--- src/logic/cacheGeomPkg.sv ---
/*
  Geometry of the instruction cache: address split, line size and way count.
  Every RTL block and the testbench take these by scoped name.
*/

`default_nettype none

package cacheGeomPkg;

  // Physical address and line size
  localparam int paBits = 32;
  localparam int lineBits = 128;

  // Organization of the arrays
  localparam int numWays = 2;
  localparam int numSets = 16;

  // Address fields, tag on top, then index, then byte offset
  localparam int offsetBits = 4;
  localparam int indexBits = 4;
  localparam int tagBits = paBits - indexBits - offsetBits;
  localparam int halvesPerLine = lineBits / 16;

  typedef logic [paBits-1:0] paddr_t;
  typedef logic [tagBits-1:0] tag_t;
  typedef logic [indexBits-1:0] index_t;
  typedef logic [lineBits-1:0] line_t;
  typedef logic [numWays-1:0] way_t;

endpackage

`default_nettype wire

--- src/logic/cacheWay.sv ---
/*
  One way of the instruction cache. Tag and data arrays read one cycle
  after the index is presented; the hit compare then uses the tag of the
  address that was actually read. The line leaves the way masked by its
  hit, so the top level can OR the ways together.
*/

`timescale 1ns/1ps
`default_nettype none

module cacheWay (
  input  logic                 clk,
  input  logic                 rstN,
  input  cacheGeomPkg::index_t rdIndex,
  input  cacheGeomPkg::tag_t   tag,
  input  logic                 wrEn,
  input  cacheGeomPkg::line_t  wrData,
  input  logic                 invalidateAll,
  output cacheGeomPkg::line_t  hitLine,
  output logic                 hit
);

  cacheGeomPkg::tag_t tagMem [cacheGeomPkg::numSets];
  cacheGeomPkg::line_t dataMem [cacheGeomPkg::numSets];
  logic [cacheGeomPkg::numSets-1:0] validBits;

  // Index of the set now on the array outputs, also the fill target
  cacheGeomPkg::index_t idxQ;
  cacheGeomPkg::tag_t tagQ;
  cacheGeomPkg::line_t dataQ;

  ////////////////////
  // Arrays
  ////////////////////

  // A fill lands in the set currently being compared
  // Read during write returns the old entry, hence the reread after a fill
  always_ff @(posedge clk) begin
    if (wrEn) begin
      tagMem[idxQ] <= tag;
      dataMem[idxQ] <= wrData;
    end
    tagQ <= tagMem[rdIndex];
    dataQ <= dataMem[rdIndex];
  end

  // Valid bits live in flops so a whole-cache invalidate takes one edge
  // The fill write comes last so a fill racing an invalidate survives
  always_ff @(posedge clk) begin
    if (!rstN) begin
      validBits <= '0;
      idxQ <= '0;
    end else begin
      idxQ <= rdIndex;
      if (invalidateAll) begin
        validBits <= '0;
      end
      if (wrEn) begin
        validBits[idxQ] <= 1'b1;
      end
    end
  end

  ////////////////////
  // Compare
  ////////////////////

  // Valid is read from the flops, so an invalidate hides the entry from the next cycle
  assign hit = validBits[idxQ] & (tagQ == tag);

  // First half of the AND-OR line mux
  assign hitLine = hit ? dataQ : '0;

endmodule

`default_nettype wire

--- config.mk ---
export PLATFORM = sky130hd
export DESIGN_NAME = cacheWay
export DESIGN_NICKNAME = d
export VERILOG_FILES = /design/src/logic/cacheGeomPkg.sv /design/src/logic/cacheWay.sv
export SDC_FILE = /design/constraint.sdc
export NUM_CORES = 2
export LEC_CHECK = 0
export BUFFER_PORTS_ARGS = -buffer_cell sky130_fd_sc_hd__buf_2
export CAP_MARGIN = 20
export CORE_ASPECT_RATIO = 0.75
export CORE_MARGIN = 2
export CORE_UTILIZATION = 53
export CTS_CLUSTER_DIAMETER = 50
export CTS_CLUSTER_SIZE = 8
export DETAILED_ROUTE_END_ITERATION = 7
export PLACE_DENSITY = 0.74
export SYNTH_ARGS = -nofsm -noshare
export SYNTH_HDL_FRONTEND = slang
export SYNTH_SLANG_ARGS = --single-unit
--- constraint.sdc ---
create_clock -name clk -period 12 [get_ports clk]
set_clock_uncertainty 0.15 [all_clocks]
set_input_delay 0.6 -clock clk [delete_from_list [all_inputs] [get_ports clk]]
set_output_delay 0.6 -clock clk [all_outputs]
set_load 0.01 [all_outputs]
# [After elaboration in Yosys (flattened, before gate mapping)]
# Memory sizes are Yosys's and may differ from the RTL's. A register that Yosys moved wholly into a read port is not among the register bits.
# Cells that the tools add are included.
[word_totals] n_memories=2 rom_bits=0 ff_bits=20 elab_cells=20 ramBits=2432 latchBits=0
[op_classes] n_reduce_logical=1 n_eq_ne=1 n_div=0 order_cmp=2 shift=0 mul=0 n_bitwise=2 mux=10 addsub=0
[mem_list] name="dataMem" words=16 width=128 read_ports=1 rd_ports_with_merged_regs=1 wr=1 line="cacheWay.sv:24" rtl="cacheGeomPkg::line_t dataMem [cacheGeomPkg::numSets];"
[mem_list] name="tagMem" words=16 width=24 read_ports=1 rd_ports_with_merged_regs=1 wr=1 line="cacheWay.sv:23" rtl="cacheGeomPkg::tag_t tagMem [cacheGeomPkg::numSets];"
[op_table] cell="2-to-1 mux 128 bit" n=1
[op_table] cell="2-to-1 mux 16 bit" n=3
[op_table] cell="equality test 24 bit" n=1
[op_table] cell="OR 16 bit" n=1
[op_table] cell="< comparator 4 x 5 -> 1 bit, second input constant" n=1
[op_table] cell="binary-select mux 1 bit (select 4 bit)" n=1
[op_table] cell="demux 1 bit (select 4 bit)" n=1
[op_table] cell=">= comparator 4 x 1 -> 1 bit, second input constant" n=1
[op_table] cell="2-to-1 mux 1 bit" n=4
[op_table] cell="bitwise AND 1 bit" n=1
[op_table] cell="logical AND 1 bit" n=1

# [Depth between registers and ports, before layout]
[logic_depth] word_depth=6 mapped_depth=7

# [Least setup slack after synthesis]
# No wires, ideal clock.
[synth_path] path_type="input to register" from="in wrEn" to="reg validBits[0] (netlist name)" t_arrival_ns=12.165 t_required_ns=11.745 setup_time_ns=0.105 slack_ns=-0.420 cell_stages=3 path_cell_list="or3b_2 -> nor3_1 -> o21a_1"
[synth_via] elab_chain_len=1
[synth_rtl] element="from (decl)" line="cacheWay.sv:16" rtl="input logic wrEn,"
[synth_rtl] element="2-to-1 mux 16 bit" line="cacheWay.sv:58" rtl="if (wrEn) begin"
[synth_rtl] element="to (signal assigned)" line="cacheWay.sv:51" rtl="validBits <= '0;"
[synth_rtl] element="to (signal assigned)" line="cacheWay.sv:56" rtl="validBits <= '0;"
[synth_rtl] element="to (signal, indexed assignment)" line="cacheWay.sv:59" rtl="validBits[idxQ] <= 1'b1;"
[synth_rtl] element="to (decl)" line="cacheWay.sv:25" rtl="logic [cacheGeomPkg::numSets-1:0] validBits;"
# No other way between the ends.
# A chain may end at the register's enable or synchronous reset.

# [Worst setup path after layout]
[layout_path] from="in tag[21]" to="out hitLine[83]"
[layout_via] elab_chain_len=3
[layout_rtl] element="from (decl)" line="cacheWay.sv:15" rtl="input cacheGeomPkg::tag_t tag,"
[layout_rtl] element="equality test 24 bit" line="cacheWay.sv:69" rtl="assign hit = validBits[idxQ] & (tagQ == tag);"
[layout_rtl] element="bitwise AND 1 bit" line="cacheWay.sv:69"
[layout_rtl] element="2-to-1 mux 128 bit" line="cacheWay.sv:72" rtl="assign hitLine = hit ? dataQ : '0;"
[layout_rtl] element="to (decl)" line="cacheWay.sv:19" rtl="output cacheGeomPkg::line_t hitLine,"
# No other way between the ends.

==> results.tsv <==
metric	value	unit
cts_tree	built	
die-width	497.7	um
p_per_area	181.3	nW/um2
power.sequential.fraction	49.6	%
clock_power_share	46.4	%
synth_edf_count	2432	
grt_pass1_wl	328700	um
post_cts_resize_count	0	
grt_setup_unrepaired	no	
worstHoldPathType	in -> reg	
grt_pass1_vias	46870	
pwr-share-comb	4.0	%
io_pins	289	
route.detailed.vias_per_inst	6.269	
drcViolationCount	0	
floorplan.initialDensity	53.50	%
cp_slowest_cell	sky130_fd_sc_hd__buf_4	
grt.total_usage	24.33	%
route.final.wire_length	224900	um
design.die.area	186300	um2
fin_crit_sh	40.79	%
critical_path_peak_fanout	72	
cts.sinks	2604	
clockBufferDepth	4	
timing.final.crit_period	4.895	ns
drive_above_1_share	31.32	%
filler_cell_count	11610	
maxSlewViolCount	0	
port_buffers	288	
arrival	4.14	ns
num_rows	135	
synthesis.area	96880	um2
maxSlewHeadroom	26.57	%
p_int	16390	uW
synth_top_flop_cell	sky130_fd_sc_hd__edfxtp_1	
worst_path_max_stage_delay	0.64	ns
most-common-layout-cells	sky130_fd_sc_hd__edfxtp_1, sky130_fd_sc_hd__mux4_2, sky130_fd_sc_hd__clkbuf_16, sky130_fd_sc_hd__buf_2, sky130_fd_sc_hd__clkbuf_1	
critPathBufInv	5	
grt_overflow_total	0	
synth_warnings	0	
initial_antenna_violation_count	38	
drt.antenna.violating_nets	0	
place.detailed.hpwl	105500	um
synth_net_count	4069	
route.vias.total	45450	
layout.area.seq	76470	um2
multi_input_area	19330	um2
gp_routability_congestion	0.7431	
critical_path.cell_chain	dlygate4sd3_1 -> buf_2 -> xnor2_1 -> nand4_1 -> nor4_2 -> buf_4 -> buf_4 -> and4_1 -> buf_2	
power	20540	uW
timing_hold_violations_final	0	
cp_top_family	buffers and inverters	
maxCapViolCount	0	
total_switching_power	4148	uW
worst_ir_drop_vdd	0.1197	mV
layout.nets	4739	
dp.cells	6443	
clk_root_buffer_cell	sky130_fd_sc_hd__clkbuf_16	
power.static_leakage	0.03659	uW
fmax	204.3	MHz
cts_post_setup_buffers_inserted	0	
synthesized_instance_count	3909	
clk_pin_slew_worst_paths	0.05	ns
drt_iter0_markers	5589	
layout-area-overhead-vs-synth	16.95	%
floorplan.die.height	374.3	um
number_of_buffers_added_by_the_clock_tree_synthesis_step	377	
worst_setup_path_type	in -> out	
async_reset_ff_share	0	%
setup_total_negative_slack	0	ns
clkLatencyLatePin	0.91	ns
setup_viol_count_final	0	
crit_path_end_kind	output pin	
cts_hold_buffers	154	
first_pass_iters	5	
core-area	181100	um2
post_synth.cell_area_avg	24.78	um2
mostFrequentLayoutCell	sky130_fd_sc_hd__edfxtp_1	
result_of_the_run	completed	
seq_area_frac_synth	78.94	%
grt_max_degree	132	
switching_fraction	20.20	%
critPathLaunchType	input pin	
final_util	62.57	%
cts.htree.levels	5	
required	11.25	ns
layoutNonFillerInstCount	7249	
tightest_slew	1.101	ns
postSynthRegisterBits	2604	
synth.distinct_cells	26	
route.detailed.wl_per_inst	31.03	um
worst paths after layout:
path	startpoint	to	slack, ns	cells past startpoint
setup / recovery	tag[21]	hitLine[83]	7.11	9
hold reg to reg	validBits[15]	validBits[15]	0.43	2
setup reg to reg	idxQ[3]	tagMem[8][0]	7.69	4
hold / removal	rdIndex[3]	dataQ[9]	0.16	2
state kept, by name (all words and copies together) (netlist names):
signal	cells
tagMem	384
dataQ	128
validBits	16
dataMem	2048
idxQ	4
tagQ	24
through the flow:
stage               instance area, um2  worst slack (ns)  hold WS (ns)
CTS                             113300             7.172       0.07547
floorplan                        96900             3.738        0.3883
global route                    113300             6.922        0.1087
detailed placement              101000             7.560        0.4085
finish                          113300             7.105        0.1592
global placement                101000             7.556        0.4066
power by group through the flow:
stage	clock (uW)	combinational, uW	sequential, uW
3_5_place_dp	0	776	10400
6_report	9520	823	10200
3_3_place_gp	0	758	10400
5_1_grt	10100	880	10200
4_1_cts	9670	834	10200
2_1_floorplan	0	500	10300
routing by layer:
layer | GRT usage [%] | up-vias | wire length [um]
met1 | 34.69 | 24440 | 90190
met3 | 5.526 | 383 | 19630
met5 | 0 | - | 151
met2 | 38.47 | 2278 | 109700
li1 | - | 18320 | -
met4 | 6.466 | 24 | 5242
synth_stat cells (13+ instances only):
library cell | n | share of area (%)
sky130_fd_sc_hd__edfxtp_1 | 2432 | 75
sky130_fd_sc_hd__mux4_2 | 734 | 17
sky130_fd_sc_hd__dfxtp_1 | 172 | 3.6
sky130_fd_sc_hd__and4_1 | 128 | 1.2
sky130_fd_sc_hd__clkbuf_1 | 100 | 0.39
sky130_fd_sc_hd__buf_2 | 48 | 0.25
sky130_fd_sc_hd__buf_4 | 48 | 0.37
sky130_fd_sc_hd__nor2b_1 | 46 | 0.30
sky130_fd_sc_hd__mux2i_1 | 33 | 0.34
sky130_fd_sc_hd__a211oi_1 | 30 | 0.23
sky130_fd_sc_hd__a21oi_1 | 30 | 0.15
sky130_fd_sc_hd__xnor2_1 | 24 | 0.22
sky130_fd_sc_hd__buf_6 | 19 | 0.22
sky130_fd_sc_hd__o21a_1 | 16 | 0.12
sky130_fd_sc_hd__buf_1 | 13 | 0.050
sky130_fd_sc_hd__nor2_1 | 13 | 0.050
logic make-up (layout without fill, tap and decap cells):
| group | Yosys count | in the layout | share of synthesized area, % |
|---|---|---|---|
| AO/OA/AOI/OAI | 76 | 76 | 0.5115 |
| XOR/XNOR | 24 | 24 | 0.2170 |
| flip-flops | 2604 | 2604 | 78.94 |
| multiplexers | 767 | 767 | 17.40 |
| other | 0 | 12 | 0 |
| AND/OR/NAND/NOR | 210 | 210 | 1.649 |
| buffers and inverters | 228 | 1159 | 1.279 |
final cells by class:
| class | instances | share of cell area [%] |
|---|---|---|
| antenna | 12 | 0.02650 |
| clock buffer | 631 | 9.345 |
| clock inverter | 9 | 0.08725 |
| multi-input combinational | 1077 | 17.06 |
| sequential | 2604 | 67.50 |
| tap | 2397 | 2.647 |
| timing repair buffer | 519 | 3.336 |
Note: power is estimated with default switching activity, not from simulation.
