==> src/logic/cacheGeomPkg.sv <==
/*
  Geometry of the instruction cache: address split, line size and way count.
  Every RTL block and the testbench take these by scoped name.
*/

`default_nettype none

package cacheGeomPkg;

  // Physical address and line size
  localparam int paBits = 32;
  localparam int lineBits = 128;

  // Organization of the arrays
  localparam int numWays = 2;
  localparam int numSets = 16;

  // Address fields, tag on top, then index, then byte offset
  localparam int offsetBits = 4;
  localparam int indexBits = 4;
  localparam int tagBits = paBits - indexBits - offsetBits;
  localparam int halvesPerLine = lineBits / 16;

  typedef logic [paBits-1:0] paddr_t;
  typedef logic [tagBits-1:0] tag_t;
  typedef logic [indexBits-1:0] index_t;
  typedef logic [lineBits-1:0] line_t;
  typedef logic [numWays-1:0] way_t;

endpackage

`default_nettype wire

==> src/logic/fetchPkg.sv <==
/*
  Types seen on the fetch side and on the line-fill bus, plus the
  controller state encoding and the read-address select codes.
*/

`default_nettype none

package fetchPkg;

  // Line request toward memory, adr is always line aligned
  typedef struct packed {
    logic fetchLine;
    cacheGeomPkg::paddr_t adr;
  } memReq_t;

  // Ack is a single-cycle pulse carrying the whole line
  typedef struct packed {
    logic ack;
    cacheGeomPkg::line_t data;
  } memRsp_t;

  // Raw instruction as fetched, never expanded
  typedef struct packed {
    logic [31:0] instrRaw;
    logic compressed;
  } fetchOut_t;

  typedef enum logic [2:0] {
    stateReady,
    stateMissFetch,
    stateMissWrite,
    stateSpillRead,
    stateSpillFetch,
    stateSpillWrite,
    stateUncachedDone
  } ctrlState_e;

  // Read-address select, bit 1 marks the spill address
  localparam logic [1:0] selNext = 2'b00;
  localparam logic [1:0] selPc = 2'b01;
  localparam logic [1:0] selSpill = 2'b10;

endpackage

`default_nettype wire

==> src/logic/iCacheFsm.sv <==
/*
  Controller of the instruction cache. It picks the next read address,
  raises the line request on a miss, and steps through the two halves of
  a fetch that crosses a line. Outputs decode from the state and inputs.
*/

`timescale 1ns/1ps
`default_nettype none

module iCacheFsm (
  input  logic       clk,
  input  logic       rstN,
  input  logic       hit,
  input  logic       spill,
  input  logic       cacheable,
  input  logic       cpuBusy,
  input  logic       invalidate,
  input  logic       ack,
  output logic [1:0] selAdr,
  output logic       fillEn,
  output logic       spillSave,
  output logic       lruTouch,
  output logic       fetchLine,
  output logic       stall,
  output logic       uncachedSel
);

  fetchPkg::ctrlState_e state;
  fetchPkg::ctrlState_e stateNext;

  // Array outputs mean nothing until one read has been issued since reset
  logic readPrimed;
  logic hitOk;

  // An uncacheable fetch never trusts a stale copy in the arrays
  assign hitOk = hit & cacheable;

  always_ff @(posedge clk) begin
    if (!rstN) begin
      state <= fetchPkg::stateReady;
      readPrimed <= 1'b0;
    end else begin
      state <= stateNext;
      readPrimed <= 1'b1;
    end
  end

  ////////////////////
  // Next state and outputs
  ////////////////////

  always_comb begin
    stateNext = state;
    selAdr = fetchPkg::selPc;
    fillEn = 1'b0;
    spillSave = 1'b0;
    lruTouch = 1'b0;
    fetchLine = 1'b0;
    stall = 1'b1;
    uncachedSel = 1'b0;
    case (state)
      fetchPkg::stateReady: begin
        if (!readPrimed) begin
          stall = 1'b0;
          selAdr = fetchPkg::selNext;
        end else if (spill && hitOk) begin
          // Keep the last halfword, then go read the following line
          spillSave = 1'b1;
          lruTouch = !invalidate;
          selAdr = fetchPkg::selSpill;
          stateNext = fetchPkg::stateSpillWrite;
        end else if (!hitOk) begin
          stateNext = fetchPkg::stateMissFetch;
        end else begin
          // Plain hit; while busy the same pc is reread and not retouched
          stall = 1'b0;
          lruTouch = !cpuBusy && !invalidate;
          selAdr = cpuBusy ? fetchPkg::selPc : fetchPkg::selNext;
        end
      end
      fetchPkg::stateMissFetch: begin
        fetchLine = 1'b1;
        if (ack && cacheable) begin
          fillEn = 1'b1;
          lruTouch = 1'b1;
          stateNext = fetchPkg::stateMissWrite;
        end else if (ack && spill) begin
          // Uncached first half of a spill is taken straight off the bus
          uncachedSel = 1'b1;
          spillSave = 1'b1;
          selAdr = fetchPkg::selSpill;
          stateNext = fetchPkg::stateSpillWrite;
        end else if (ack) begin
          uncachedSel = 1'b1;
          stateNext = fetchPkg::stateUncachedDone;
        end
      end
      // Reread of the freshly written set
      fetchPkg::stateMissWrite: begin
        stateNext = fetchPkg::stateReady;
      end
      fetchPkg::stateSpillWrite: begin
        selAdr = fetchPkg::selSpill;
        stateNext = fetchPkg::stateSpillRead;
      end
      fetchPkg::stateSpillRead: begin
        selAdr = fetchPkg::selSpill;
        if (!hitOk) begin
          stateNext = fetchPkg::stateSpillFetch;
        end else begin
          // Merged word is on the outputs now
          stall = 1'b0;
          if (!cpuBusy) begin
            selAdr = fetchPkg::selNext;
            lruTouch = !invalidate;
            stateNext = fetchPkg::stateReady;
          end
        end
      end
      fetchPkg::stateSpillFetch: begin
        fetchLine = 1'b1;
        selAdr = fetchPkg::selSpill;
        if (ack && cacheable) begin
          fillEn = 1'b1;
          lruTouch = 1'b1;
          stateNext = fetchPkg::stateSpillWrite;
        end else if (ack) begin
          uncachedSel = 1'b1;
          stateNext = fetchPkg::stateUncachedDone;
        end
      end
      fetchPkg::stateUncachedDone: begin
        // The word captured at the ack is presented until the CPU takes it
        stall = 1'b0;
        uncachedSel = 1'b1;
        if (!cpuBusy) begin
          selAdr = fetchPkg::selNext;
          stateNext = fetchPkg::stateReady;
        end
      end
      default: begin
        stateNext = fetchPkg::stateReady;
      end
    endcase
  end

endmodule

`default_nettype wire

==> config.mk <==
export PLATFORM = sky130hd
export DESIGN_NAME = iCacheFsm
export DESIGN_NICKNAME = d
export VERILOG_FILES = /design/src/logic/cacheGeomPkg.sv /design/src/logic/fetchPkg.sv /design/src/logic/iCacheFsm.sv
export SDC_FILE = /design/constraint.sdc
export NUM_CORES = 1
export LEC_CHECK = 0
export BUFFER_PORTS_ARGS = -buffer_cell sky130_fd_sc_hd__buf_2
export CORE_AREA = 5 5 42 44
export DETAILED_ROUTE_END_ITERATION = 8
export DIE_AREA = 0 0 47 49
export HOLD_SLACK_MARGIN = 0.02
export PLACE_DENSITY = 0.69
export SETUP_SLACK_MARGIN = 0.02
export SYNTH_ARGS = -nofsm -noshare
export SYNTH_HDL_FRONTEND = slang
export SYNTH_SLANG_ARGS = --single-unit
==> constraint.sdc <==
create_clock -name clk -period 1.3 [get_ports clk]
set_input_delay 0.26 -clock clk [delete_from_list [all_inputs] [get_ports clk]]
set_output_delay 0.26 -clock clk [all_outputs]
set_load 0.005 [all_outputs]
## Word-level counts from Yosys, hierarchy flattened

Index checks and enable logic that the tools add are counted.

- Bitwise operators: 1
- Reduce and logical (&&, ||, !) cells: 10
- Eq/ne operators: 7
- Multiplexer cells: 43

Operator list:

| cell | count |
|---|---|
| $mux 3 | 9 |
| $mux 1 | 22 |
| $pmux 3 s6 | 1 |
| $mux 2 | 6 |
| $pmux 2 s5 | 1 |
| $eq 3x3->1 const B | 3 |
| $pmux 1 s3 | 3 |
| $logic_and 1x1->1 | 4 |
| $reduce_or 2->1 | 2 |
| $eq 3x1->1 const B | 1 |
| $eq 3x2->1 const B | 1 |
| $logic_not 3->1 | 1 |
| $ne 3x3->1 const B | 1 |
| $logic_not 1->1 | 2 |
| $ne 2x2->1 const B | 1 |
| $pmux 1 s2 | 1 |
| $reduce_and 2->1 | 1 |
| $and 1x1->1 | 1 |

- Register bits after elaboration: 4
- Logic and storage cells: 63
- Bits of input ports: 8

## Longest topological paths before layout

- Depth in word-level cells: 6
- Depth in mapped cells: 5
- Mapped depth without buffers: 4

## Worst setup path before layout

OpenSTA, ideal clock, no wires.

- Path kind: reg2out
- Start: reg state[1]
- End: out selAdr[1]
- Required time: 1040 ps
- Path buffers: 1
- Path slack: -179 ps
- Stages on the path, launching flop included: 5
- Arrival time: 1219 ps
- Path through: dfxtp_1 buf_6 or4_4 a21boi_2 a211o_1

- Word-level cells in the longest chain between the ends: 3
- Elaborated cells on any way between the ends: 8

RTL lines:

| what | line | RTL |
|---|---|---|
| start, declared | iCacheFsm.sv:28 | `fetchPkg::ctrlState_e state;` |
| start signal, assigned | iCacheFsm.sv:40 | `state <= fetchPkg::stateReady;` |
| start signal, assigned | iCacheFsm.sv:43 | `state <= stateNext;` |
| $eq 3x3->1 | iCacheFsm.sv:61 | `case (state)` |
| $reduce_or 2->1 (no line) | n/a |  |
| $pmux 2 s5 (*) | iCacheFsm.sv:61 |  |
| end, declared | iCacheFsm.sv:19 | `output logic [1:0] selAdr,` |

Mark *: on every way between the ends. The rest lies on a longest branch, timed or not.

## Worst setup path after layout

- Start: reg state[2]
- End: out selAdr[1]

The elaborated chain is that of the path after synthesis.

==> impl_metrics.ini <==
[finish]
drive_above_1_share_pct = 60.4
utilization_pct = 54.0
fill_cells = 140
antenna_cells = 0
design_area_sq_um = 757
area_delta_synth_final_pct = 81.7
fin_nets = 106

[global_route]
grt_overflow = 0
antenna_found_initial = 0
grt_pass1_vias = 564
grt_use_total_pct = 12.7
grt_max_degree = 10
grt_pass1_wl_mm = 2.27

[clock_network]
clk_pin_slew_ps = 40
clk_latency_ps = 230
cts_buffers = 3
cts_tree = done
root_buffer = clkbuf_4
cts_max_path_buffers = 2
h-tree-depth = 1
clkSinkCount = 4

[placement]
dp_slack_ps = -343
place_area_sq_um = 609
port_buffers = 15
hpwl_mm = 1.10
gp_congestion = 0.846

[logic_synthesis]
synth_nets = 67
yosys.area_share.xor_xnor_pct = 2.10
avgSynthCellArea_sq_um = 7.06
synth_top_family_by_area = compound AO/OA/AOI/OAI gates
synth_compound_area_share_pct = 35.1
ys_warn_count = 0
yosys-mux-area-fraction_pct = 0
syn_inst = 59
synthAdderAreaFrac_pct = 0
synth-simple-area-share_pct = 34.5
synth_edf_count = 0
ys_seq_area_share_pct = 19.2
syn_area_sq_um = 417
ys_ff_latch = 4
ys.flop_type = dfxtp_1
async_reset_ff_share_pct = 0
yosysUniqueCellTypes = 29

[timing]
clock_skew_ps = 0.847
setup_viol = 11
holdWs_ps = 146
finalWorstSetupSlack_ps = -456
fmax_ghz = 0.569
worstMarginPinSlew_ps = 253
final.min_clock_period_ps = 1760
grt_setup_unrepaired = true
period_share_pct = 135
finalHoldViolCount = 0
slew_headroom_pct = 83.0
report.final.slew_viol_count = 0

[floorplan]
die_h_um = 49
die-area_sq_mm = 0.00230
die_w_um = 47
ios = 16
initial_utilization_pct = 29.7
num_rows = 14
coreArea_sq_mm = 0.00140

[power_and_ir_drop]
vdd.ir_drop.worst_mv = 0.398
p_leak_uw = 0.000366
pwr_density_cell_mw_per_mm2 = 872

[detailed_routing]
vias = 577
drt_iter0_drc = 15
drtPass1Iterations = 4
wl_per_cell_um = 13.1
drc = 0
vias_per_cell = 5.15
wl_mm = 1.47
postRouteAntennaNets = 0

[flow_run]
cap_violations = 0

[worst_setup_path]
cp.required_ps = 1040
worstPathArrival_ps = 1500
critPathKind = reg -> out
setup.worst_path.start_class = flip-flop
cp_max_fo = 5
end_kind = output port

[run_status]
status = finished with violations
violations = setup timing

[hold_path]
worstHoldPathType = in -> reg
per-layer routing:
| layer | vias up | part of all wire, % | GRT usage [%] |
|---|---|---|---|
| li1 | 294 | - | - |
| met1 | 268 | 44 | 16.4 |
| met2 | 15 | 51 | 21.3 |
| met3 | 0 | 5.0 | 0.738 |
| met4 | 0 | 0 | 4.61 |
| met5 | - | 0 | 0 |
what timing repair did:
action	4_1_cts	5_1_grt
hold buffers	0	0
gates resized for setup	11	12
pin swaps	2	6
cloned	0	0
endpoints found under the hold margin	0	0
buffers inserted	2	7
endpoints found under the setup margin	11	10
power by group:
part           internal, uW  switching [uW]  leakage [uW]
Combinational           205             150      0.000318
Clock                   103            46.2     0.0000138
Sequential              136            20.5     0.0000348
synthesized netlist by cell type (2+ instances only):
master   count  share of area, %
nand3_1      3               3.6
nor2_1       6               5.4
inv_1        4               3.6
nor2b_1      3               4.5
a21oi_1      6               7.2
o21ai_0      6               7.2
nand2_1      3               2.7
a31oi_1      2               3.0
a211o_1      2               4.2
dfxtp_1      4                19
nor3_1       2               2.4
per-stage QoR:
| stage | instances | total power (uW) | TNS, ps |
|---|---|---|---|
| final | 112 | 660 | -3270 |
| after global routing | 112 | 697 | -3800 |
| after detailed placement | 103 | 427 | -1540 |
| after global placement | 103 | 422 | -1180 |
| after floorplan | 59 | 287 | -307 |
| after CTS | 107 | 603 | -2520 |
state kept, by name, indices dropped and copies added, names as in the netlist:
| name | flops |
|---|---|
| state | 3 |
| readPrimed | 1 |
layout by cell type (no fill, tap or decap), types with 2 or more instances in the layout:
master and instances:
nor3_1 2, a211o_1 2, buf_2 14, o21ai_2 3, nor2_1 5, clkbuf_4 3, nor2b_1 3, dfxtp_4 2
nand2_1 3, buf_4 19, a31oi_1 2, buf_6 4, inv_1 4, nand3_1 2, o21ai_0 3, a21oi_1 5
kinds of logic after synthesis:
family	Yosys count
flip-flops	4
XOR/XNOR	1
AND/OR/NAND/NOR	25
AO/OA/AOI/OAI	22
buffers and inverters	7
critical path, cell delays in order (launching register included):
cell	delay, ps
dfxtp_4	360
nand2b_4	140
or4_4	420
a21boi_2	150
a211o_1	100
buf_2	100
path summary, 6_finish.rpt:
path,from,to,slack (ps),depth (start not counted)
max,state[2]$_SDFFE_PN0P_,selAdr[1],-460,5
min,rstN,readPrimed$_DFF_P_,150,1
max reg2reg,state[2]$_SDFFE_PN0P_,state[1]$_SDFFE_PN0P_,-150,6
min reg2reg,state[1]$_SDFFE_PN0P_,state[0]$_SDFFE_PN0P_,670,3
final cells by class:
class | count | area [sq um] | share of cell area [%]
well taps | 16 | 20.0 | 2.64
flip-flops and latches | 4 | 88.8 | 11.7
repair buffers | 37 | 258 | 34.0
clock buffers | 3 | 22.5 | 2.98
multi-input cells | 48 | 353 | 46.6
inverters | 4 | 15.0 | 1.98
Power figures use the tool's default switching activity.
