### src/logic/cacheGeomPkg.sv
/*
  Geometry of the instruction cache: address split, line size and way count.
  Every RTL block and the testbench take these by scoped name.
*/

`default_nettype none

package cacheGeomPkg;

  // Physical address and line size
  localparam int paBits = 32;
  localparam int lineBits = 128;

  // Organization of the arrays
  localparam int numWays = 2;
  localparam int numSets = 16;

  // Address fields, tag on top, then index, then byte offset
  localparam int offsetBits = 4;
  localparam int indexBits = 4;
  localparam int tagBits = paBits - indexBits - offsetBits;
  localparam int halvesPerLine = lineBits / 16;

  typedef logic [paBits-1:0] paddr_t;
  typedef logic [tagBits-1:0] tag_t;
  typedef logic [indexBits-1:0] index_t;
  typedef logic [lineBits-1:0] line_t;
  typedef logic [numWays-1:0] way_t;

endpackage

`default_nettype wire

### src/logic/replacementLru.sv
/*
  Pseudo-LRU for the two-way cache, one bit per set. The bit names the
  way that was used least recently, and that way is the fill victim.
  The set follows the array read index, one cycle late like the ways.
*/

`timescale 1ns/1ps
`default_nettype none

module replacementLru (
  input  logic                 clk,
  input  logic                 rstN,
  input  cacheGeomPkg::index_t rdIndex,
  input  cacheGeomPkg::way_t   wayHit,
  input  logic                 touchEn,
  output cacheGeomPkg::way_t   victim
);

  // Set 1 means way 1 is the older one
  logic [cacheGeomPkg::numSets-1:0] lruBits;
  cacheGeomPkg::index_t idxQ;

  // Touch points the bit at the way that was not used
  always_ff @(posedge clk) begin
    if (!rstN) begin
      lruBits <= '0;
      idxQ <= '0;
    end else begin
      idxQ <= rdIndex;
      if (touchEn) begin
        lruBits[idxQ] <= wayHit[0];
      end
    end
  end

  // One-hot victim for the set being compared
  assign victim = lruBits[idxQ] ? 2'b10 : 2'b01;

endmodule

`default_nettype wire

### config.mk
export PLATFORM = sky130hd
export DESIGN_NAME = replacementLru
export DESIGN_NICKNAME = d
export VERILOG_FILES = /design/src/logic/cacheGeomPkg.sv /design/src/logic/replacementLru.sv
export SDC_FILE = /design/constraint.sdc
export NUM_CORES = 1
export LEC_CHECK = 0
export BUFFER_PORTS_ARGS = -buffer_cell sky130_fd_sc_hd__buf_2
export CAP_MARGIN = 40
export CORE_ASPECT_RATIO = 0.75
export CORE_UTILIZATION = 45
export DETAILED_ROUTE_END_ITERATION = 10
export PLACE_DENSITY = 0.69
export SYNTH_ARGS = -nofsm -noshare
export SYNTH_HDL_FRONTEND = slang
export SYNTH_SLANG_ARGS = --single-unit
### constraint.sdc
create_clock -name clk -period 4.1 [get_ports clk]
set_clock_uncertainty 0.1 [all_clocks]
set_input_delay 0.41 -clock clk [delete_from_list [all_inputs] [get_ports clk]]
set_output_delay 0.41 -clock clk [all_outputs]
set_load 0.01 [all_outputs]
Word level (Yosys, flattened, before mapping)
Cells that the tools add are included.
{ "totals": {"reg_bits": 20, "inputBits": 9, "out_inout_bits": 2, "word_cells": 11} }
{ "classes": {"order_cmp": 2, "mux": 6, "reduce_logical": 1} }
{ "ops": {"columns": ["operator", "n"], "rows": [
  ["bitwise mux 16 bit", 1],
  ["< comparator 4 x 5 -> 1 bit (second input constant)", 1],
  ["binary-select mux 1 bit (select 4 bit)", 1],
  ["demux 1 bit (select 4 bit)", 1],
  [">= comparator 4 x 1 -> 1 bit (second input constant)", 1],
  ["2-to-1 mux 1 bit", 2],
  ["2-to-1 mux 2 bit", 1],
  ["logical AND 1 bit", 1]
]} }

Logic depth before layout (Yosys ltp)
Gate-level depths: netlist of the first run.
{ "logic_depth": {"depth_word": 5, "depth_mapped": 4, "ltp_nobuf": 3} }

Worst setup path after synthesis of the first run
OpenSTA, ideal clock, no wires.
{ "synth_timing": {"path_kind": "register -> output", "from": "register idxQ[0]", "to": "output port victim[0]", "arrival_ns": 1.284, "t_required_ns": 3.590, "path_slack_ns": 2.306, "path_stages_with_launch": 5, "path_buffers": 1, "path_cell_list": "dfxtp_1 buf_6 mux4_2 nand2_1 and4_1"} }
{ "synth_between": {"elab_chain_cells": 3} }
{ "synth_lines": {"columns": ["item", "line", "text"], "rows": [
  ["start: declaration", "replacementLru.sv:21", "cacheGeomPkg::index_t idxQ;"],
  ["start signal: assignment", "replacementLru.sv:29", "idxQ <= rdIndex;"],
  ["binary-select mux 1 bit (select 4 bit)", "replacementLru.sv:37", "assign victim = lruBits[idxQ] ? 2'b10 : 2'b01;"],
  ["2-to-1 mux 1 bit (not written as such)", "replacementLru.sv:37", null],
  ["2-to-1 mux 2 bit", "replacementLru.sv:37", null],
  ["end: declaration", "replacementLru.sv:16", "output cacheGeomPkg::way_t victim"]
]} }
No other way between the ends. The select of a mux whose other input is x is not followed.

Worst setup path after layout of the first run
Same ends and word-level chain as after synthesis.

==> results by group, run 1 <==
Finish
  • Count of inserted antenna diode cells: 0
  • Nets@finish: 121
  • Sequential Area: 400.4 µm²
  • Multi-input gate area: 505.5 µm²
  • Fill cell count: 192
  • Synth-to-layout area growth: 5.837%
  • Final instance area: 1021 µm²
  • Layout cells sized above 1: 18.92%

Route
  • Via Count: 836
  • Vias/cell: 6.193
  • DRT Pass-1 Iters: 4
  • 1st-iter DRT viols: 30
  • Total routed wirelength: 2182 µm
  • DRC viols: 0
  • Final ANT Viol Nets: 0
  • Routed WL per cell: 16.16 µm

Setup path
  • Worst path arrival time: 1.95 ns
  • Critical path data required time: 3.59 ns
  • Setup crit start kind: flip-flop
  • Beginning of the critical path: idxQ[0]
  • Critical path type: flip-flop to output pin
  • Worst setup EP type: output pin
  • Reg2reg start: idxQ[0]
  • Worst-path fanout max: 12

Pwr
  • Net Sw Frac: 24.23%
  • Clock share of power: 32.5%
  • Pleak: 0.3594 nW
  • Int Pwr: 0.0002649 W
  • Maximum VDD drop: 0.2944 mV
  • Pwr/cell area: 342.4 nW/µm²
  • Switching pwr: 0.00008469 W
  • Sequential Power Share: 58.9%
  • Combinational fraction of design power: 8.6%

Synth
  • Synth Flop Type: dfxtp_1
  • Post-synth EDFFs: 0
  • Post-Synthesis Cells: 105
  • Synthesized Nets: 114
  • Register bit total from synthesis: 20
  • Yosys warnings: 0
  • Mapped Area: 964.7 µm²
  • Synth top area cells: dfxtp_1 42%, a21oi_1 8.3%, o21ai_0 8.3%, nand3_1 7.3%, mux4_1 5.4%
  • Register area share after synthesis: 41.50%
  • Synth area leader: dfxtp_1
  • Async SR Flop Fraction: 0%
  • Synth top area share: 41.50%
  • Netlist cell types: 25
  • Avg Synthesized Cell Area: 9.187 µm²

STA
  • Final min period: 2.457 ns
  • Unrepaired setup endpoints after global routing: false
  • Setup TNS Final: 0 ns
  • Final setup violation count: 0
  • Max Freq: 0.4070 GHz
  • Slew Viols, Final: 0
  • Final Hold Fails: 0
  • Tcrit/Tclk final: 59.92%
  • Slew at the pin closest to its max-slew limit: 0.6346 ns
  • Max_slew headroom: 57.60%

Clock network
  • Hold_buf cts: 0
  • Setup repair bufs after CTS: 0
  • Skew-Pair Late Insertion Delay: 0.30 ns
  • Clk buf depth: 2
  • Post_cts resized: 0
  • Clock Sinks: 20
  • Worst-path clk slew: 0.12 ns
  • CTS root buf: clkbuf_4
  • CTS Buf Count: 3
  • CTS tree: built
  • CTS H-Tree Depth: 1

Floorplanning
  • Die area: 2335 µm²
  • Row cnt: 14
  • Starting Density: 47.89%
  • Die width: 55.47 µm
  • Die height: 42.10 µm
  • # IOs: 11
  • Core area: 2014 µm²

Global routing
  • First-pass GRT wire length: 3657 µm
  • Tot GR Track Use: 20.79%
  • Vias in the first global route: 730
  • Initial antenna violation count: 0
  • Grt total ovfl: 0
  • Largest net degree at the start of global routing: 17

Job
  • Max_cap viols: 0

Worst hold path
  • HP Class: input pin to flip-flop
  • Hold_sp: rdIndex[1]

Placement
  • RD Place Congestion: 0.8158
  • Post-DP Area: 984.7 µm²
  • Buffers added on ports: 9
  • HPWL after detailed placement: 1488 µm

Outcome
  • Status: finished, final reports clean
## cell usage after synthesis (2+ instances only)
cell	n
nand2_1	4
nand4_1	5
and2_1	4
mux4_1	2
nand3b_1	2
o21ai_0	16
nand2b_1	2
mux4_2	2
a21oi_1	16
dfxtp_1	20
and3b_2	2
clkbuf_1	3
buf_6	2
nand3_1	14
## power groups by stage
stage               clock network, W  logic (W)  registers, W
finish                      0.000114  0.0000301      0.000206
detailed placement                 0  0.0000296      0.000210
global placement                   0  0.0000289      0.000210
global route                0.000128  0.0000333      0.000207
CTS                         0.000119  0.0000297      0.000206
floorplan                          0  0.0000276      0.000205
## cell usage in the layout, fill, tap and decap left out
master    instances
nand3_1          14
nand2b_1          2
clkbuf_8          1
nand2_1           4
nor2_1            1
mux4_1            2
and4_1            1
o21ai_0          16
dfxtp_1          20
nor3b_1           1
and3_2            1
or3b_2            1
or2_2             1
nand3b_1          2
and2_1            4
nand4_1           5
clkbuf_4          3
a21oi_1          16
mux4_2            2
and2b_1           1
inv_1             1
and2b_2           1
buf_2             9
and3b_2           2
## final cells by class
class	count	share of cell area [%]
repair buffers	9	4.412
multi-input cells	77	49.51
well taps	24	2.941
clock buffers	4	3.554
flip-flops and latches	20	39.22
inverters	1	0.3676
## metal layers
| metal | wire length, µm | vias up | GRT usage [%] |
|---|---|---|---|
| met2 | 991 | 31 | 30.12 |
| met4 | 18 | 0 | 4.500 |
| met3 | 175 | 2 | 6.481 |
| met5 | 0 | - | 0 |
| met1 | 997 | 402 | 30.39 |
| li1 | - | 401 | - |
## registers in the layout (all words and copies together) (netlist names)
register and cells:
idxQ 4, lruBits 16
## per-stage QoR
step                cells  worst slack [ns]  power [W]  hold slack [ns]  utilization (%)
finish                135             1.643  0.0003496           0.2025            50.68
global route          135             1.535  0.0003680           0.1900            50.68
CTS                   135             1.634  0.0003542           0.1973            50.68
detailed placement    131             1.990  0.0002397           0.3670            48.88
global placement      131             2.007  0.0002386           0.3564            48.88
floorplan             105             2.306  0.0002322           0.3488                -
## path summary, 6_finish.rpt
check | end | slack (ns) | depth (start not counted)
worst max register to register | lruBits[0] | 2.55 | 3
worst max-delay path | victim[0] | 1.64 | 4
worst min register to register | lruBits[9] | 0.38 | 2
worst min-delay path | idxQ[1] | 0.20 | 2
## cell families (layout without fill, tap and decap cells)
group | after synthesis | count (layout) | share of synthesized area [%]
AO/OA/AOI/OAI | 32 | 32 | 16.60
buffers and inverters | 8 | 14 | 6.095
flip-flops | 20 | 20 | 41.50
multiplexers | 4 | 4 | 10.12
AND/OR/NAND/NOR | 41 | 41 | 25.68
## critical path: stages (launching register included)
cell     delay (ns)
dfxtp_1        0.61
mux4_1         0.61
nand2_1        0.11
and4_1         0.19
buf_2          0.12
(Power assumes the default switching activity.)
==> run 2, diff against run 1 <==
--- a/config.mk
+++ b/config.mk
@@ -5,12 +5,13 @@
 export SDC_FILE = /design/constraint.sdc
 export NUM_CORES = 1
 export LEC_CHECK = 0
+export ABC_AREA = 1
 export BUFFER_PORTS_ARGS = -buffer_cell sky130_fd_sc_hd__buf_2
 export CAP_MARGIN = 40
 export CORE_ASPECT_RATIO = 0.75
 export CORE_UTILIZATION = 45
 export DETAILED_ROUTE_END_ITERATION = 10
-export PLACE_DENSITY = 0.69
+export PLACE_DENSITY = 0.71
 export SYNTH_ARGS = -nofsm -noshare
 export SYNTH_HDL_FRONTEND = slang
 export SYNTH_SLANG_ARGS = --single-unit
==> constraint.sdc (replaced) <==
create_clock -name clk -period 2.22 [get_ports clk]
set_clock_uncertainty 0.1 [all_clocks]
set_input_delay 0.222 -clock clk [delete_from_list [all_inputs] [get_ports clk]]
set_output_delay 0.222 -clock clk [all_outputs]
set_load 0.01 [all_outputs]
==> results by group, run 2 <==
Setup path
  • Worst-path fanout max: 7 (-5)
  • Reg2reg start: idxQ[0]
  • Cell family with most CP delay: flip-flops
  • Cell chain of the critical path: buf_4, nand2_1, nand2_1, nand2_1, nand2_1, nand2_1, nand2_1, inv_1, nand2_1, buf_2
  • CP max stage cell: dfxtp_1
  • Beginning of the critical path: idxQ[0]
  • Setup crit start kind: flip-flop
  • Cell count along the critical path: 10 (+6)
  • CP max stage delay: 0.43 ns (-0.18 ns)
  • Top cell by count, worst path: nand2_1
  • Critical path data required time: 1.90 ns (-1.69 ns)
  • Worst setup EP type: output pin
  • Critical path type: flip-flop to output pin
  • R2r setup slk: 0.90 ns (-1.65 ns)
  • Bufs and invs on worst path: 3 (+2)
  • Worst path arrival time: 1.50 ns (-0.45 ns)
  • R2R cell count: 5 (+2)

Floorplanning
  • Die area: 2381 µm² (+2.0%)
  • # IOs: 11 (unchanged)
  • Row cnt: 14 (unchanged)
  • Die width: 56.02 µm (+0.99%)
  • Core area: 2032 µm² (+0.87%)
  • Die height: 42.51 µm (+0.99%)
  • Starting Density: 48.46% (+0.57 points)

Global routing
  • Vias in the first global route: 830 (+14%)
  • Largest net degree at the start of global routing: 17 (unchanged)
  • Initial antenna violation count: 0 (unchanged)
  • Grt total ovfl: 0 (unchanged)
  • First-pass GRT wire length: 3629 µm (-0.77%)
  • Tot GR Track Use: 19.71% (-1.1 points)

Synth
  • Synth Flop Type: dfxtp_1
  • Post-Synthesis Cells: 146 (+39%)
  • Most numerous cell in the Yosys netlist: nand2_1
  • Async SR Flop Fraction: 0% (unchanged)
  • Register area share after synthesis: 40.66% (-0.84 points)
  • Synth top area share: 40.66% (-0.84 points)
  • Synthesized Nets: 155 (+36%)
  • Mapped Area: 984.7 µm² (+2.1%)
  • Avg Synthesized Cell Area: 6.744 µm² (-27%)
  • Post-synth EDFFs: 0 (unchanged)
  • Netlist cell types: 18 (-28%)
  • Register bit total from synthesis: 20 (unchanged)
  • Yosys warnings: 0 (unchanged)
  • Synth top area cells: dfxtp_1 41%, nand2_1 18%, a21oi_1 8.1%, nand3_1 8.1%, o21ai_1 7.6%
  • Synth area leader: dfxtp_1
  • Synth top cells by count: 47 x nand2_1, 20 x dfxtp_1, 16 x a21oi_1, 16 x nand3_1, 15 x o21ai_1

Pwr
  • Pwr/cell area: 591.2 nW/µm² (+73%)
  • Pleak: 0.4967 nW (+38%)
  • Maximum VDD drop: 0.5251 mV (+78%)

Clock network
  • Worst-path clk slew: 0.10 ns (-0.02 ns)
  • Clock Sinks: 20 (unchanged)
  • CTS root buf: clkbuf_4
  • Clk buf depth: 2 (unchanged)
  • CTS H-Tree Depth: 1 (unchanged)
  • CTS Buf Count: 3 (unchanged)
  • Post_cts resized: 0 (unchanged)
  • Skew-Pair Late Insertion Delay: 0.29 ns (about the same)
  • CTS tree: built
  • Setup repair bufs after CTS: 0 (unchanged)

Finish
  • Largest reg by FF count: lruBits
  • Largest register FFs: 16 (unchanged)
  • Count of inserted antenna diode cells: 0 (unchanged)
  • Fill cell count: 199 (+3.6%)
  • Commonest non-fill, non-tap cell in the layout: nand2_1
  • Nets@finish: 168 (+39%)
  • Commonest non-fill, non-tap cells in the layout: 47 x nand2_1, 20 x dfxtp_1, 16 x nand3_1, 16 x a21oi_1, 15 x o21ai_1
  • Layout cells sized above 1: 20.25% (+1.3 points)
  • Post-layout util: 54.13% (+3.4 points)
  • Finished Layout Cells: 182 (+35%)
  • Largest regs: lruBits: 16 flops, idxQ: 4 flops
  • Synth-to-layout area growth: 11.69%

Route
  • Via Count: 973 (+16%)
  • DRC viols: 0 (unchanged)
  • Final ANT Viol Nets: 0 (unchanged)
  • DRT Pass-1 Iters: 6 (+2)
  • Vias/cell: 5.346 (-14%)
  • Routed WL per cell: 11.95 µm (-26%)
  • Total routed wirelength: 2174 µm (-0.37%)
  • 1st-iter DRT viols: 44 (+47%)

STA
  • Max_slew headroom: 66.06% (+8.5 points)
  • Unrepaired setup endpoints after global routing: false
  • Slew Viols, Final: 0 (unchanged)
  • Final min period: 1.827 ns
  • Tcrit/Tclk final: 82.30%
  • Max Freq: 0.5474 GHz
  • Setup TNS Final: 0 ns (unchanged)
  • Slew at the pin closest to its max-slew limit: 0.5085 ns (-0.1261 ns)
  • Final setup violation count: 0 (unchanged)
  • Final Hold Fails: 0 (unchanged)

Job
  • Max_cap viols: 0 (unchanged)

Worst hold path
  • Hold_sp: rdIndex[2]
  • HP Class: input pin to flip-flop
  • Worst Hold Depth: 3 (+1)

Placement
  • HPWL after detailed placement: 1637 µm (+10%)
  • Buffers added on ports: 9 (unchanged)
  • Placed insts: 176 (+34%)
  • RD Place Congestion: 0.8346 (+2.3%)

Outcome
  • Status: finished, final reports clean
## run 2: changes by cell type in the layout (fill, tap and decap cells not counted), sizes merged, moves of 4 or more
| cell | change |
|---|---|
| and2 | -4 |
| clkinv | +4 |
| inv | +13 |
| mux4 | -4 |
| nand2 | +45 |
| nand3 | +6 |
| nand4 | -5 |
## run 2: final cells by class
type	count	area, µm²	area share (%)
Sequential cell	20	400.4	36.41
Multi-Input combinational cell	104	490.5	44.60
Inverter	18	70.07	6.371
Timing Repair Buffer	12	72.57	6.598
Tap cell	24	30.03	2.730
Clock buffer	4	36.28	3.299
## run 2: report_power, final
part	total, W	internal, W	switching, W
registers	0.000375	0.000366	0.00000854
clock network	0.000207	0.0000999	0.000107
logic	0.0000689	0.0000205	0.0000484
total	0.000650	0.000487	0.000164
## run 2: final timing paths
kind | to
max reg2reg | lruBits[13]
min | idxQ[2]
max | victim[1]
min reg2reg | lruBits[7]
## run 2: through the flow
step | hold WS, ns | instance area (µm²) | power [W] | setup WS, ns
global route | 0.004516 | 1100 | 0.0006856 | 0.2344
CTS | 0.001865 | 1100 | 0.0006605 | 0.3761
global placement | 0.3036 | 1044 | 0.0004466 | 0.7274
detailed placement | 0.3090 | 1044 | 0.0004481 | 0.7226
finish | 0.01303 | 1100 | 0.0006502 | 0.3930
floorplan | 0.2155 | 984.7 | 0.0004269 | 0.9490
## run 2: kinds of logic after synthesis
family	share of synthesized area [%]
flip-flops	40.66
AO/OA/AOI/OAI	16.26
AND/OR/NAND/NOR	33.55
buffers and inverters	9.529
## run 2: metal layers
metal / vias up / track usage [%] / share of wire (%)
met3: 2 / 6.481 / 5.7
li1: 499 / - / -
met1: 436 / 26.62 / 47
met5: - / 0 / 0
met2: 36 / 31.43 / 46
met4: 0 / 2.927 / 0.46
## run 2: tightest hold or removal path, delay by kind of cell
family / cells / cell delay [ns]
buf+inv: 2 / 0.12
simple gates: 1 / 0.04
## run 2: timing repair
action / 4_1_cts / 5_1_grt
setup endpoints to repair: 0 / 0
hold endpoints to repair: 2 / 0
hold buffers: 2 / 0
==> run 3, diff against run 2 <==
--- a/config.mk
+++ b/config.mk
@@ -11,7 +11,7 @@
 export CORE_ASPECT_RATIO = 0.75
 export CORE_UTILIZATION = 45
 export DETAILED_ROUTE_END_ITERATION = 10
-export PLACE_DENSITY = 0.71
+export PLACE_DENSITY = 0.69
 export SYNTH_ARGS = -nofsm -noshare
 export SYNTH_HDL_FRONTEND = slang
 export SYNTH_SLANG_ARGS = --single-unit
==> constraint.sdc (replaced) <==
create_clock -name clk -period 1.7 [get_ports clk]
set_clock_uncertainty 0.1 [all_clocks]
set_input_delay 0.17 -clock clk [delete_from_list [all_inputs] [get_ports clk]]
set_output_delay 0.17 -clock clk [all_outputs]
set_load 0.01 [all_outputs]
==> results by group, run 3 (same netlist as run 2, synthesis figures left out) <==
Outcome
  • Status: complete, but fails checks
  • Violated checks: negative setup slack

Floorplanning
  • Die area: 2381 µm² (unchanged)
  • Die height: 42.51 µm (unchanged)
  • Starting Density: 48.46% (unchanged)
  • Die width: 56.02 µm (unchanged)
  • Core area: 2032 µm² (unchanged)
  • Row cnt: 14 (unchanged)
  • # IOs: 11 (unchanged)

Clock network
  • Worst-path clk slew: 0.10 ns (about the same)
  • Clk buf depth: 2 (unchanged)
  • CTS Buf Count: 3 (unchanged)
  • Skew-Pair Late Insertion Delay: 0.30 ns (about the same)
  • CTS H-Tree Depth: 1 (unchanged)
  • Clock Sinks: 20 (unchanged)
  • CTS tree: built
  • CTS root buf: clkbuf_4

Setup path
  • Worst setup EP type: output pin
  • Cell count along the critical path: 8 (-2)
  • Critical path type: flip-flop to output pin
  • Critical path data required time: 1.43 ns (-0.47 ns)
  • R2r setup slk: 0.31 ns (-0.59 ns)
  • R2R cell count: 6 (+1)
  • Top cell by count, worst path: nand2_1
  • RR Endpoint: lruBits[3]
  • Bufs and invs on worst path: 3 (unchanged)
  • Cell family with most CP delay: flip-flops
  • Beginning of the critical path: idxQ[1]
  • Cell chain of the critical path: inv_2, nand2_1, nand2_1, nand2_1, nand2_1, inv_1, nand2_1, buf_2
  • Setup crit start kind: flip-flop
  • CP max stage delay: 0.49 ns (+0.06 ns)
  • Worst path arrival time: 1.45 ns (-0.05 ns)
  • Reg2reg start: idxQ[0]
  • Worst-path fanout max: 6 (-1)
  • CP max stage cell: dfxtp_1

STA
  • Final Hold Fails: 0 (unchanged)
  • Setup slack after layout: -0.01729 ns (-0.4103 ns)
  • Max Freq: 0.5823 GHz
  • Max_slew headroom: 64.60% (-1.5 points)
  • Slew at the pin closest to its max-slew limit: 0.5304 ns (+0.02183 ns)
  • Slew Viols, Final: 0 (unchanged)
  • Unrepaired setup endpoints after global routing: true
  • Final min period: 1.717 ns
  • Tcrit/Tclk final: 101.0%
  • Final setup violation count: 2 (+2)

Global routing
  • Vias in the first global route: 889 (+7.1%)
  • Initial antenna violation count: 0 (unchanged)
  • First-pass GRT wire length: 4057 µm (+12%)
  • Tot GR Track Use: 22.77% (+3.1 points)
  • Grt total ovfl: 0 (unchanged)
  • Largest net degree at the start of global routing: 17 (unchanged)

Finish
  • Largest reg by FF count: lruBits
  • Fill cell count: 194 (-2.5%)
  • Count of inserted antenna diode cells: 0 (unchanged)
  • Sequential Area: 406.6 µm² (+1.6%)
  • Multi-input gate area: 505.5 µm² (+3.1%)
  • Post-layout util: 57.33% (+3.2 points)
  • Largest regs: lruBits: 16 flops, idxQ: 4 flops
  • Commonest non-fill, non-tap cells in the layout: 43 x nand2_1, 17 x dfxtp_1, 16 x nand3_1, 16 x a21oi_1, 15 x o21ai_1
  • Nets@finish: 173 (+3.0%)
  • Synth-to-layout area growth: 18.30%
  • Largest register FFs: 16 (unchanged)
  • Layout cells sized above 1: 25.31% (+5.1 points)
  • Finished Layout Cells: 186 (+2.2%)
  • Commonest non-fill, non-tap cell in the layout: nand2_1

Placement
  • Setup WS pre-CTS: 0.1873 ns (-0.5353 ns)
  • Buffers added on ports: 9 (unchanged)
  • RD Place Congestion: 0.8856 (+6.1%)
  • Placed insts: 177 (+0.57%)
  • HPWL after detailed placement: 1693 µm (+3.4%)

Pwr
  • Pleak: 0.5226 nW (+5.2%)
  • Int Pwr: 0.0005975 W (+23%)
  • Maximum VDD drop: 0.7475 mV (+42%)
  • Net Sw Frac: 26.55% (+1.4 points)
  • Combinational fraction of design power: 13.0% (+2.4 points)
  • Pwr/cell area: 698.3 nW/µm² (+18%)
  • Sequential Power Share: 60.5% (+2.9 points)
  • Switching pwr: 0.0002159 W (+32%)
  • Clock share of power: 26.6% (-5.2 points)

Route
  • Via Count: 986 (+1.3%)
  • Final ANT Viol Nets: 0 (unchanged)
  • Total routed wirelength: 2501 µm (+15%)
  • DRT Pass-1 Iters: 4 (-2)
  • Vias/cell: 5.301 (-0.84%)
  • 1st-iter DRT viols: 61 (+39%)
  • Routed WL per cell: 13.45 µm (+13%)
  • DRC viols: 0 (unchanged)

Worst hold path
  • HP Class: input pin to flip-flop
  • Hold_sp: rstN
  • Worst Hold Depth: 3 (unchanged)
  • Hold EP: idxQ[1]

Job
  • Max_cap viols: 0 (unchanged)
-- run 3: layer usage --
layer | track usage, % | part of all wire, % | vias up
met2 | 37.14 | 47 | 37
met3 | 7.407 | 10 | 2
met5 | 0 | 0 | -
li1 | - | - | 508
met1 | 29.77 | 42 | 439
met4 | 4.390 | 0.56 | 0
-- run 3: power groups by stage --
stage	sequential, W	clock, W	combinational (W)
after floorplan	0.000497	0	0.0000607
after global placement	0.000500	0	0.0000863
after detailed placement	0.000500	0	0.0000887
after CTS	0.000489	0.000222	0.0000992
after global routing	0.000494	0.000253	0.000115
final	0.000492	0.000216	0.000105
-- run 3: per-stage QoR --
| step | TNS, ns | total power, W | hold WS, ns | instance area, µm² |
|---|---|---|---|---|
| final | -0.02950 | 0.0008134 | 0.0008738 | 1165 |
| after global routing | -0.1907 | 0.0008620 | 0.005917 | 1165 |
| after CTS | 0 | 0.0008109 | 0.001183 | 1136 |
| after detailed placement | 0 | 0.0005886 | 0.2574 | 1051 |
| after global placement | 0 | 0.0005859 | 0.2507 | 1051 |
| after floorplan | 0 | 0.0005575 | 0.1635 | 984.7 |
-- run 3: final cells by class --
type / count / area share, %
inverter: 18 / 6.767
clock buffer: 3 / 1.933
timing repair buffer: 17 / 10.42
multi-input combinational: 104 / 43.39
tap: 24 / 2.578
sequential: 20 / 34.91
-- run 3: worst max-delay path by stage --
stage                           end  slack (ns)
after floorplan           victim[0]        0.48
after global placement    victim[1]        0.24
after detailed placement  victim[1]        0.19
after CTS                 victim[1]       0.009
after global routing      victim[1]        -0.1
final                     victim[1]       -0.02
-- run 3: worst min-delay path, cell delays in order --
cell     delay, ns
buf_2         0.12
nand2_1       0.05
inv_1         0.04
-- run 3: timing repair --
| item | CTS | global route |
|---|---|---|
| endpoints found under the hold margin | 4 | 0 |
| pin swaps | 0 | 11 |
| gates resized for setup | 6 | 8 |
| setup endpoints to repair | 2 | 2 |
| gates cloned | 0 | 0 |
| buffers inserted | 0 | 1 |
| hold buffers | 5 | 0 |
